File: config.mk
export PLATFORM = sky130hd
export DESIGN_NAME = stream_acc_top
export DESIGN_NICKNAME = d
export VERILOG_FILES = /design/src/hw/stream_pkg.sv /design/src/hw/axil_push_port.sv /design/src/hw/fifo_accumulator.sv /design/src/hw/stream_acc_top.sv /design/src/hw/sync_fifo.sv
export VERILOG_INCLUDE_DIRS = /design/src /design/src/hw
export SDC_FILE = /design/constraint.sdc
export NUM_CORES = 1
export LEC_CHECK = 0
export ABC_AREA = 1
export BUFFER_PORTS_ARGS = -buffer_cell sky130_fd_sc_hd__buf_2
export CORE_MARGIN = 4
export CORE_UTILIZATION = 55
export CTS_CLUSTER_SIZE = 40
export DETAILED_ROUTE_END_ITERATION = 7
export PLACE_DENSITY = 0.72
export SLEW_MARGIN = 40
export SYNTH_ARGS = -nofsm -noshare
export SYNTH_HDL_FRONTEND = slang
export SYNTH_SLANG_ARGS = --single-unit
File: constraint.sdc
create_clock -name clk -period 5 [get_ports clk]
set_input_delay 0.75 -clock clk [delete_from_list [all_inputs] [get_ports clk]]
set_output_delay 0.75 -clock clk [all_outputs]
set_load 0.02 [all_outputs]
File: src/hw/stream_cfg.svh
`ifndef STREAM_CFG_SVH
`define STREAM_CFG_SVH

`define STREAM_DATA_W      32
`define STREAM_ADDR_W      8
`define STREAM_FIFO_DEPTH  8      // one slot stays free, so 7 words fit
`define STREAM_FIFO_LAT    1

`define REG_DATA           8'h00
`define REG_CTRL           8'h04
`define REG_SUM            8'h08
`define REG_COUNT          8'h0C
`define REG_STATUS         8'h10

`define AXI_RESP_OKAY      2'b00
`define AXI_RESP_SLVERR    2'b10

`endif

File: src/hw/stream_pkg.sv
`include "stream_cfg.svh"

package stream_pkg;

  typedef logic [`STREAM_DATA_W-1:0] word_t;
  typedef logic [`STREAM_ADDR_W-1:0] addr_t;
  typedef logic [1:0]                resp_t;

  // host side of the write address and write data channels
  typedef struct packed {
    addr_t awaddr;
    logic  awvalid;
    word_t wdata;
    logic  wvalid;
  } axil_aw_w_t;

  typedef struct packed {
    resp_t bresp;
    logic  bvalid;
  } axil_b_t;

  typedef struct packed {
    addr_t araddr;
    logic  arvalid;
  } axil_ar_t;

  typedef struct packed {
    word_t rdata;
    resp_t rresp;
    logic  rvalid;
  } axil_r_t;

  typedef struct packed {
    logic run;    // level from the control register
    logic clear;  // single-cycle pulse
    logic drop;   // single-cycle pulse when a push hit a full FIFO
  } acc_ctrl_t;

  typedef enum logic [1:0] {
    ACC_IDLE = 2'd0,
    ACC_WAIT = 2'd1,
    ACC_ADD  = 2'd2
  } acc_state_t;

endpackage

File: src/hw/axil_push_port.sv
`include "stream_cfg.svh"

module axil_push_port (
  input  logic                  clk,
  input  logic                  rst_n,
  input  stream_pkg::axil_aw_w_t wr_req,
  input  logic                  bready,
  input  logic                  overflow,
  output logic                  awready,
  output logic                  wready,
  output stream_pkg::axil_b_t   wr_rsp,
  output stream_pkg::word_t     push_data,
  output logic                  shift_in,
  output stream_pkg::acc_ctrl_t ctrl
);

  logic                  accept_r;
  logic                  wr_fire;
  logic                  sel_data;
  logic                  sel_ctrl;
  stream_pkg::axil_b_t   b_r;
  stream_pkg::acc_ctrl_t ctrl_r;

  assign awready = accept_r;
  assign wready  = accept_r;
  assign wr_fire = accept_r && wr_req.awvalid && wr_req.wvalid;

  assign sel_data = (wr_req.awaddr == `REG_DATA);
  assign sel_ctrl = (wr_req.awaddr == `REG_CTRL);

  // the push goes out in the handshake cycle, the FIFO flags it right away
  assign shift_in  = wr_fire && sel_data;
  assign push_data = wr_req.wdata;

  assign wr_rsp = b_r;
  assign ctrl   = ctrl_r;

  always_ff @(posedge clk)
  begin
    if (!rst_n)
    begin
      accept_r <= 1'b0;
      b_r      <= '0;
      ctrl_r   <= '0;
    end
    else
    begin
      // one ready pulse per address/data pair, never while a response waits
      accept_r <= wr_req.awvalid && wr_req.wvalid && !accept_r && !b_r.bvalid;

      ctrl_r.clear <= 1'b0;
      ctrl_r.drop  <= 1'b0;

      if (b_r.bvalid && bready)
      begin
        b_r.bvalid <= 1'b0;
      end

      if (wr_fire)
      begin
        b_r.bvalid <= 1'b1;
        if (sel_data)
        begin
          // a full FIFO loses the word but the bus keeps moving
          b_r.bresp   <= overflow ? `AXI_RESP_SLVERR : `AXI_RESP_OKAY;
          ctrl_r.drop <= overflow;
        end
        else if (sel_ctrl)
        begin
          b_r.bresp    <= `AXI_RESP_OKAY;
          ctrl_r.run   <= wr_req.wdata[0];
          ctrl_r.clear <= wr_req.wdata[1];
        end
        else
        begin
          b_r.bresp <= `AXI_RESP_SLVERR;  // unmapped, no side effect
        end
      end
    end
  end

endmodule

File: src/hw/fifo_accumulator.sv
`include "stream_cfg.svh"

module fifo_accumulator (
  input  logic                  clk,
  input  logic                  rst_n,
  input  stream_pkg::acc_ctrl_t ctrl,
  input  stream_pkg::word_t     fifo_dout,
  input  logic                  fifo_valid,
  input  logic                  fifo_empty,
  input  logic                  fifo_full,
  input  stream_pkg::axil_ar_t  rd_req,
  input  logic                  rready,
  output logic                  shift_out,
  output logic                  arready,
  output stream_pkg::axil_r_t   rd_rsp
);

  stream_pkg::acc_state_t state_r;
  stream_pkg::acc_state_t state_nxt;
  stream_pkg::word_t      sum_r;
  stream_pkg::word_t      count_r;
  stream_pkg::word_t      rd_data;
  stream_pkg::word_t      rdata_r;
  stream_pkg::resp_t      rd_resp;
  stream_pkg::resp_t      rresp_r;
  logic                   rvalid_r;
  logic                   sticky_r;
  logic                   idle;
  logic                   rd_fire;

  // ACC_ADD is the cycle right after a word landed and may pop again at once
  assign shift_out = ctrl.run && !fifo_empty &&
                     (state_r == stream_pkg::ACC_IDLE || state_r == stream_pkg::ACC_ADD);
  assign idle = fifo_empty && (state_r != stream_pkg::ACC_WAIT);

  always_comb
  begin
    state_nxt = state_r;
    case (state_r)
      stream_pkg::ACC_IDLE,
      stream_pkg::ACC_ADD:
      begin
        state_nxt = shift_out ? stream_pkg::ACC_WAIT : stream_pkg::ACC_IDLE;
      end
      stream_pkg::ACC_WAIT:
      begin
        if (fifo_valid)
        begin
          state_nxt = stream_pkg::ACC_ADD;
        end
      end
      default:
      begin
        state_nxt = stream_pkg::ACC_IDLE;
      end
    endcase
  end

  always_ff @(posedge clk)
  begin
    if (!rst_n)
    begin
      state_r  <= stream_pkg::ACC_IDLE;
      sum_r    <= '0;
      count_r  <= '0;
      sticky_r <= 1'b0;
    end
    else
    begin
      state_r <= state_nxt;
      if (ctrl.clear)
      begin
        sum_r    <= '0;
        count_r  <= '0;
        sticky_r <= 1'b0;
      end
      else if (state_r == stream_pkg::ACC_WAIT && fifo_valid)
      begin
        sum_r   <= sum_r + fifo_dout;  // wraps modulo 2^32
        count_r <= count_r + 1'b1;
      end
      if (ctrl.drop)
      begin
        sticky_r <= 1'b1;
      end
    end
  end

  assign arready = !rvalid_r;
  assign rd_fire = rd_req.arvalid && arready;

  always_comb
  begin
    rd_data = '0;
    rd_resp = `AXI_RESP_OKAY;
    case (rd_req.araddr)
      `REG_CTRL:   rd_data = stream_pkg::word_t'(ctrl.run);  // clear always reads 0
      `REG_SUM:    rd_data = sum_r;
      `REG_COUNT:  rd_data = count_r;
      `REG_STATUS: rd_data = stream_pkg::word_t'({sticky_r, fifo_full, idle});
      default:     rd_resp = `AXI_RESP_SLVERR;
    endcase
  end

  always_ff @(posedge clk)
  begin
    if (!rst_n)
    begin
      rvalid_r <= 1'b0;
    end
    else if (rd_fire)
    begin
      rvalid_r <= 1'b1;
    end
    else if (rready)
    begin
      rvalid_r <= 1'b0;
    end
  end

  always_ff @(posedge clk)
  begin
    if (rd_fire)
    begin
      rdata_r <= rd_data;  // snapshot taken at address acceptance
      rresp_r <= rd_resp;
    end
  end

  assign rd_rsp.rdata  = rdata_r;
  assign rd_rsp.rresp  = rresp_r;
  assign rd_rsp.rvalid = rvalid_r;

  pop_answered: assert property (@(posedge clk) disable iff (!rst_n)
    shift_out |=> fifo_valid)
    else $error("FIFO did not answer a pop");

  valid_in_wait: assert property (@(posedge clk) disable iff (!rst_n)
    fifo_valid |-> state_r == stream_pkg::ACC_WAIT)
    else $error("FIFO valid outside ACC_WAIT");

endmodule

File: src/hw/stream_acc_top.sv
`include "stream_cfg.svh"

module stream_acc_top (
  input  logic                   clk,
  input  logic                   rst_n,
  input  stream_pkg::axil_aw_w_t wr_req,
  input  logic                   bready,
  input  stream_pkg::axil_ar_t   rd_req,
  input  logic                   rready,
  output logic                   awready,
  output logic                   wready,
  output stream_pkg::axil_b_t    wr_rsp,
  output logic                   arready,
  output stream_pkg::axil_r_t    rd_rsp
);

  stream_pkg::word_t     push_data;
  stream_pkg::word_t     fifo_dout;
  stream_pkg::acc_ctrl_t ctrl;
  logic                  shift_in;
  logic                  shift_out;
  logic                  fifo_valid;
  logic                  fifo_full;
  logic                  fifo_empty;
  logic                  fifo_overflow;

  axil_push_port u_push (
    .clk       (clk),
    .rst_n     (rst_n),
    .wr_req    (wr_req),
    .bready    (bready),
    .overflow  (fifo_overflow),
    .awready   (awready),
    .wready    (wready),
    .wr_rsp    (wr_rsp),
    .push_data (push_data),
    .shift_in  (shift_in),
    .ctrl      (ctrl)
  );

  sync_fifo #(
    .DATA_WIDTH   (`STREAM_DATA_W),
    .DEPTH        (`STREAM_FIFO_DEPTH),
    .READ_LATENCY (`STREAM_FIFO_LAT)
  ) u_fifo (
    .clk       (clk),
    .rst_n     (rst_n),
    .din       (push_data),
    .shift_in  (shift_in),
    .shift_out (shift_out),
    .dout      (fifo_dout),
    .valid     (fifo_valid),
    .full      (fifo_full),
    .empty     (fifo_empty),
    .overflow  (fifo_overflow),
    .underflow ()
  );

  fifo_accumulator u_acc (
    .clk        (clk),
    .rst_n      (rst_n),
    .ctrl       (ctrl),
    .fifo_dout  (fifo_dout),
    .fifo_valid (fifo_valid),
    .fifo_empty (fifo_empty),
    .fifo_full  (fifo_full),
    .rd_req     (rd_req),
    .rready     (rready),
    .shift_out  (shift_out),
    .arready    (arready),
    .rd_rsp     (rd_rsp)
  );

endmodule

File: src/hw/sync_fifo.sv
module sync_fifo #(
  parameter int DATA_WIDTH   = 32,
  parameter int DEPTH        = 16,
  parameter int READ_LATENCY = 0
) (
  input  logic                  clk,
  input  logic                  rst_n,
  input  logic [DATA_WIDTH-1:0] din,
  input  logic                  shift_in,
  input  logic                  shift_out,
  output logic [DATA_WIDTH-1:0] dout,
  output logic                  valid,
  output logic                  full,
  output logic                  empty,
  output logic                  overflow,
  output logic                  underflow
);

  localparam int PTR_W = (DEPTH > 1) ? $clog2(DEPTH) : 1;

  logic [DATA_WIDTH-1:0] mem [DEPTH];
  logic [PTR_W-1:0]      wr_ptr_r;
  logic [PTR_W-1:0]      rd_ptr_r;
  logic [PTR_W-1:0]      wr_ptr_inc;
  logic [PTR_W-1:0]      rd_ptr_inc;
  logic                  do_push;
  logic                  do_pop;

  // pointers wrap at DEPTH, which need not be a power of two
  function automatic logic [PTR_W-1:0] ptr_next(input logic [PTR_W-1:0] ptr);
    logic [PTR_W-1:0] nxt;
    if (int'(ptr) == DEPTH - 1)
    begin
      nxt = '0;
    end
    else
    begin
      nxt = ptr + 1'b1;
    end
    return nxt;
  endfunction

  assign wr_ptr_inc = ptr_next(wr_ptr_r);
  assign rd_ptr_inc = ptr_next(rd_ptr_r);

  assign empty     = (wr_ptr_r == rd_ptr_r);
  assign full      = (wr_ptr_inc == rd_ptr_r);  // DEPTH-1 words held
  assign overflow  = shift_in && full;
  assign underflow = shift_out && empty;
  assign do_push   = shift_in && !full;
  assign do_pop    = shift_out && !empty;

  always_ff @(posedge clk)
  begin
    if (!rst_n)
    begin
      wr_ptr_r <= '0;
      rd_ptr_r <= '0;
    end
    else
    begin
      if (do_push)
      begin
        wr_ptr_r <= wr_ptr_inc;
      end
      if (do_pop)
      begin
        rd_ptr_r <= rd_ptr_inc;
      end
    end
  end

  always_ff @(posedge clk)
  begin
    if (do_push)
    begin
      mem[wr_ptr_r] <= din;
    end
  end

  generate
    if (READ_LATENCY == 0)
    begin : g_lat0
      assign dout  = (shift_in && empty) ? din : mem[rd_ptr_r];  // bypass when empty
      assign valid = shift_out;
    end
    else
    begin : g_lat1
      logic [DATA_WIDTH-1:0] dout_r;
      logic                  valid_r;

      always_ff @(posedge clk)
      begin
        if (!rst_n)
        begin
          valid_r <= 1'b0;
        end
        else
        begin
          valid_r <= shift_out;
        end
      end

      always_ff @(posedge clk)
      begin
        if (do_pop)
        begin
          dout_r <= mem[rd_ptr_r];
        end
      end

      assign dout  = dout_r;
      assign valid = valid_r;
    end
  endgenerate

  ptr_in_range: assert property (@(posedge clk) disable iff (!rst_n)
    (int'(wr_ptr_r) < DEPTH) && (int'(rd_ptr_r) < DEPTH))
    else $error("fifo pointer out of range");

endmodule

== Word-level counts from Yosys, hierarchy flattened ==
Memory sizes are Yosys's and may differ from the RTL's. A register that Yosys moved wholly into a read port is not among the register bits.
Index checks and enable logic that the tools add are counted.

* Register bits: 116
* Latch bits: 0
* RAM bits: 256
* ROM bits: 0
* Logic and storage cells: 88
* Memories: 1

{| class="wikitable"
|+ Memories
! name !! words !! width !! read ports !! clocked after Yosys merged registers in !! wr ports !! RTL line !! source
|-
| u_fifo.mem || 8 || 32 || 1 || 1 || 1 || sync_fifo.sv:21 || <nowiki>logic [DATA_WIDTH-1:0] mem [DEPTH];</nowiki>
|}

* Add/sub/neg operators: 4
* Multiply operators: 0
* Divide/modulo/power cells: 0
* Order comparisons: 0
* Equality and inequality tests: 13
* Shifts and indexed selects: 0
* Muxes and demuxes: 18
* Bitwise operators: 4
* Reduce and logical (&&, ||, !) cells: 32

{| class="wikitable"
|+ Operator list
! cell !! count
|-
| one-hot mux 32 bit (4 select lines) || 1
|-
| adder 32 x 1 -> 32 bit (second input constant) || 1
|-
| adder 32 bit || 1
|-
| == test 8 x 3 -> 1 bit (second input constant) || 2
|-
| == test 8 x 4 -> 1 bit (second input constant) || 2
|-
| logical AND 1 bit || 15
|-
| two-way mux 2 bit || 5
|-
| two-way mux 1 bit || 9
|-
| == test 8 x 5 -> 1 bit (second input constant) || 1
|-
| zero test 8 bit || 1
|-
| OR reduction 4 bit || 2
|-
| adder 3 x 1 -> 3 bit (second input constant) || 2
|-
| == test 3 x 1 -> 1 bit (second input constant) || 2
|-
| == test 3 bit || 2
|-
| two-way mux 3 bit || 2
|-
| AND reduction 3 bit || 2
|-
| nonzero test 2 bit || 3
|-
| zero test 1 bit || 5
|-
| NOT 1 bit || 4
|-
| one-hot mux 2 bit (2 select lines) || 1
|-
| OR reduction 2 bit || 2
|-
| == test 2 x 1 -> 1 bit (second input constant) || 1
|-
| == test 2 bit (second input constant) || 1
|-
| zero test 2 bit || 1
|-
| other kinds (3) || 3
|}

== Depth between registers and ports, before layout ==
* Depth in word-level cells: 7
* Gate-level depth with buffers: 13
* Mapped depth without buffers: 13

== Modules after synthesis ==
From an unflattened synthesis, not the netlist that was laid out.

* Cell total of the unflattened synthesis: 2014
* Area, all modules: 19027.0 µm²

{| class="wikitable"
|+ Modules (own cells, without submodules)
! module !! times used !! cells an instance !! area each (µm²) !! seq. area each (µm²)
|-
| sync_fifo || 1 || 844 || 11407.2 || 8788.4
|-
| fifo_accumulator || 1 || 1089 || 7045.5 || 2352.3
|-
| axil_push_port || 1 || 81 || 574.3 || 120.1
|}

== Least setup slack after synthesis ==
OpenSTA, ideal clock, no wires.

* Kind: input-to-reg
* Start: in wr_req[35] (netlist bit)
* End: mem u_fifo.mem[4][0] (enable)
* Library setup time: 0.461 ns
* Arrival time: 3.815 ns
* Setup slack: 0.724 ns
* Cell stages on the path: 6
* Path through: or2_4 > nor4_4 > nand2_2 > nor2_4 > nand2_4 > nor3_1

* Word-level cells in the longest chain between the ends: 5

{| class="wikitable"
|+ RTL lines
! what !! RTL line !! source
|-
| start, declared || stream_acc_top.sv:6 || <nowiki>input stream_pkg::axil_aw_w_t wr_req,</nowiki>
|-
| zero test 8 bit (no line) || - ||
|-
| logical AND 1 bit || axil_push_port.sv:32 || <nowiki>assign shift_in = wr_fire && sel_data;</nowiki>
|-
| logical AND 1 bit || sync_fifo.sv:50 || <nowiki>assign do_push = shift_in && !full;</nowiki>
|-
| two-way mux 1 bit || sync_fifo.sv:75 || <nowiki>if (do_push)</nowiki>
|-
| two-way mux 1 bit (not written as such) || sync_fifo.sv:77 || <nowiki>mem[wr_ptr_r] <= din;</nowiki>
|-
| end, declared || sync_fifo.sv:21 ||
|}

No other way between the ends.

== Worst setup path in the final report ==
* Start: reg u_fifo.wr_ptr_r[1]
* End: mem u_fifo.mem[2][15] (enable)

* Word-level cells in the longest chain between the ends: 7

{| class="wikitable"
|+ RTL lines
! what !! RTL line !! source
|-
| start, declared || sync_fifo.sv:22 || <nowiki>logic [PTR_W-1:0] wr_ptr_r;</nowiki>
|-
| start signal, assigned || sync_fifo.sv:64 || <nowiki>wr_ptr_r <= wr_ptr_inc;</nowiki>
|-
| adder 3 x 1 -> 3 bit / == test 3 x 1 -> 1 bit (equally long branches) || sync_fifo.sv:38, sync_fifo.sv:32 ||
|-
| two-way mux 3 bit || sync_fifo.sv:32 || <nowiki>if (int'(ptr) == DEPTH - 1)</nowiki>
|-
| == test 3 bit || sync_fifo.sv:47 || <nowiki>assign full = (wr_ptr_inc == rd_ptr_r);</nowiki>
|-
| zero test 1 bit || sync_fifo.sv:50 ||
|-
| logical AND 1 bit || sync_fifo.sv:50 ||
|-
| two-way mux 1 bit || sync_fifo.sv:75 ||
|-
| two-way mux 1 bit (not written as such) || sync_fifo.sv:77 ||
|}

Several ways; a longest one is shown, not always the timed one.

==> reports/results.txt <==
vias in the first global route: 12.8k
Reg2Reg Launch Point: u_fifo.wr_ptr_r[1]$_SDFFE_PN0P_
post-route non-filler standard cell count: 2505
worst reg2reg path depth: 12
min-delay worst type: in -> reg
slowest cell on the critical path: dfxtp_1
final hold vios: 0
Worst setup SP type: flip-flop
Mapped Area: 0.0186 sq mm
main area contributors after synthesis: edfxtp_1, dfxtp_1, nand2_1
setup ws final: 1.92 ns
r2r setup slk: 1.92 ns
DP Worst Slack: 1.94 ns
maximum clock path buffer count: 3
largest family of logic cells by synthesized area: simple AND/OR/NAND/NOR gates
Setup violations, final: 0
CTS clk-pin slew, worst paths: 0.06 ns
Post-synth top cells: nand2_1, edfxtp_1, nor2_1
Antenna diodes: 0
critical path depth: 12
Critical Path Fanout Max: 28
hold_buf cts: 0
first-pass GRT wire length: 67700 microns
CTS root buffer: clkbuf_16
final wirelength: 42300 microns
Pins Over Slew Limit: 0
Worst Path Arrival: 3.29 ns
mux share of post-synthesis cell area: 0%
CP delay by family, top: simple AND/OR/NAND/NOR gates
count leader, synth: nand2_1
reg2reg end: u_fifo.mem[2][15]$_DFFE_PP_
Synth Area in Adders: 2.53%
setup tns final: 0 ns
CP Capture Type: flip-flop
largest stage delay on the critical path: 0.63 ns
Register Area: 0.0113 sq mm
antenna violations before repair: 0
initial core utilization: 55.5%
Data required, critical path: 5.21 ns
Max Cap Viol: 0
largest area contributor in the netlist: edfxtp_1
predominant post-synthesis flop cell: edfxtp_1
largest net degree at the start of global routing: 71
placed wire-length estimate: 28400 microns
Cell Pwr Density: 328 mW/mm^2
placed cell count: 2429
flops & latches, synth: 402
fin crit share: 61.6%
Tot GR Track Use: 23.3%
CTS tree: done
PortBufs: 93
Post-synth EDFFs: 321
chip width: 192 microns
maximum vdd drop: 0.000306 V
post-DR wirelength/cell: 16.9 microns
Mapped Cells: 1948
fin crit period: 3.08 ns
CTS H-Tree Depth: 2
Setup Fix Bufs, Post-CTS: 0
Yosys top cell area share: 51.9%
critical path class: reg -> reg
register area share after synthesis: 60.7%
Final GP Congestion: 0.951
Nets: 2117
Hold Crit Depth: 3
layout cells sized above 1: 11.2%
Std-Cell Rows: 67
Hold Crit Start: wr_req[33]
post-synthesis average cell area: 9.53 sq um
DRC viols: 0
clock skew: 0.0252 ns
Max-slew headroom: 50.6%
WHS Endpoint: u_push.awready$_SDFF_PN0_
Layout area overhead: 12.1%
Clock Sinks: 402
RSZ-0062 raised after global routing: no
Yosys warning total: 0
post-CTS sizing: 0
XOR/XNOR Fraction of Synth Area: 1.37%
GRT overflow: 0
Final ANT Viol Nets: 0
vias post-DR: 13.5k
Initial DRC Count: 1028
status: finished clean
Clk Latency, worst-skew pair: 0.56 ns
Worst-Margin Slew: 0.740 ns
First-pass DRT Iterations: 5
Synth Area in Compound Gates: 10.2%
Fill cells: 2749
synthesized-area fraction occupied by and/or/nand/nor cells: 18.3%
ordered cell list for the critical path: ha_1 -> ha_1 -> inv_1 -> nand2_1 -> xor2_1 -> nor2_1 -> nand2_1 -> inv_2 -> nor2_4 -> nand2_4 -> nor3_2 -> buf_4
multi-input combinational cell area: 0.00607 sq mm
Post-synth ARST share: 0%
vias per inst: 5.40
CTS Buf Count: 42
LEAKAGE: 8.25 nW
Die Footprint: 0.0368 sq mm
I/O pins: 96
core area: 0.0334 sq mm
Yosys cell types: 43
Worst setup startpoint: u_fifo.wr_ptr_r[1]$_SDFFE_PN0P_
Die Y: 192 microns
Max Clock Freq: 325 MHz
Buf+Inv Stages, Crit Path: 3
## worst reg2reg max path, stage by stage (launching register included)
cell and delay [ns]:
dfxtp_1 0.63, ha_1 0.25, ha_1 0.18, inv_1 0.06, nand2_1 0.09, xor2_1 0.15, nor2_1 0.05, nand2_1 0.09
inv_2 0.07, nor2_4 0.21, nand2_4 0.11, nor3_2 0.36, buf_4 0.46
## cell usage in the layout, fill, tap and decap left out, drive strengths merged
cell / instances
nand2: 353
nor2: 329
edfxtp: 321
inv: 249
o21ai: 167
buf: 111
dfxtp: 81
a21oi: 79
nand3: 63
o22ai: 58
clkbuf: 49
nor3: 38
ha: 36
a31oi: 34
xor2: 24
clkinv: 21
nand4: 9
nor4: 6
xnor2: 5
o21bai: 4
bufinv: 4
or2: 3
o221ai: 2
a22oi: 2
nand3b: 2
conb: 2
o21a: 1
a22o: 1
a21o: 1
nor3b: 1
fa: 1
## area by class of cell
class	instances	share of cell area, %
multi-input combinational	1221	29.2
timing repair buffer	111	2.92
clock inverter	27	1.29
sequential	402	54.1
inverter	247	4.46
clock buffer	49	5.37
tap	448	2.69
## metrics by stage
stage	power (W)	utilization, %	area, sq um	hold WS, ns
2_1_floorplan	0.00374	-	18600	0.426
3_5_place_dp	0.00381	58.1	19400	0.436
4_1_cts	0.00689	62.2	20800	0.402
5_1_grt	0.00706	62.2	20800	0.433
3_3_place_gp	0.00381	58.0	19400	0.427
6_report	0.00684	62.2	20800	0.430
## report_power, final
part           total [W]  internal [W]  switching, W
Combinational   0.000122     0.0000316     0.0000908
Sequential       0.00362       0.00361    0.00000375
Clock            0.00310       0.00182       0.00128
## how the worst max path moves through the flow
stage	to	slack, ns
CTS	u_fifo.mem[2][22]$_DFFE_PP_	1.90
finish	u_fifo.mem[2][15]$_DFFE_PP_	1.92
global placement	u_fifo.mem[2][25]$_DFFE_PP_	2.05
floorplan	u_fifo.mem[4][0]$_DFFE_PP_	0.72
global route	u_fifo.mem[2][25]$_DFFE_PP_	1.67
detailed placement	u_fifo.mem[2][25]$_DFFE_PP_	1.94
## cell families after synthesis
logic type      Yosys count
xor+xnor                 29
fa+ha+maj                37
simple gates            804
other cells               1
flops                   402
compound gates          349
buf+inv                 326
## state kept, by name, summed over array words and instances (netlist names)
| name | count |
|---|---|
| u_acc.count_r | 32 |
| u_acc.rdata_r | 32 |
| u_acc.rresp_r | 1 |
| u_acc.rvalid_r | 1 |
| u_acc.state_r | 2 |
| u_acc.sticky_r | 1 |
| u_acc.sum_r | 32 |
| u_fifo.dout | 32 |
| u_fifo.mem | 256 |
| u_fifo.rd_ptr_r | 3 |
| u_fifo.valid | 1 |
| u_fifo.wr_ptr_r | 3 |
| u_push.awready | 1 |
| u_push.ctrl | 3 |
| u_push.wr_rsp | 2 |
## per-layer routing
layer / global-route usage (%) / vias up / routed length [microns]
li1: - / 6707 / -
met1: 32.7 / 6315 / 18900
met2: 37.8 / 420 / 19700
met3: 3.33 / 86 / 2540
met4: 7.57 / 0 / 1200
met5: 0 / - / 0
Power figures use the tool's default switching activity.
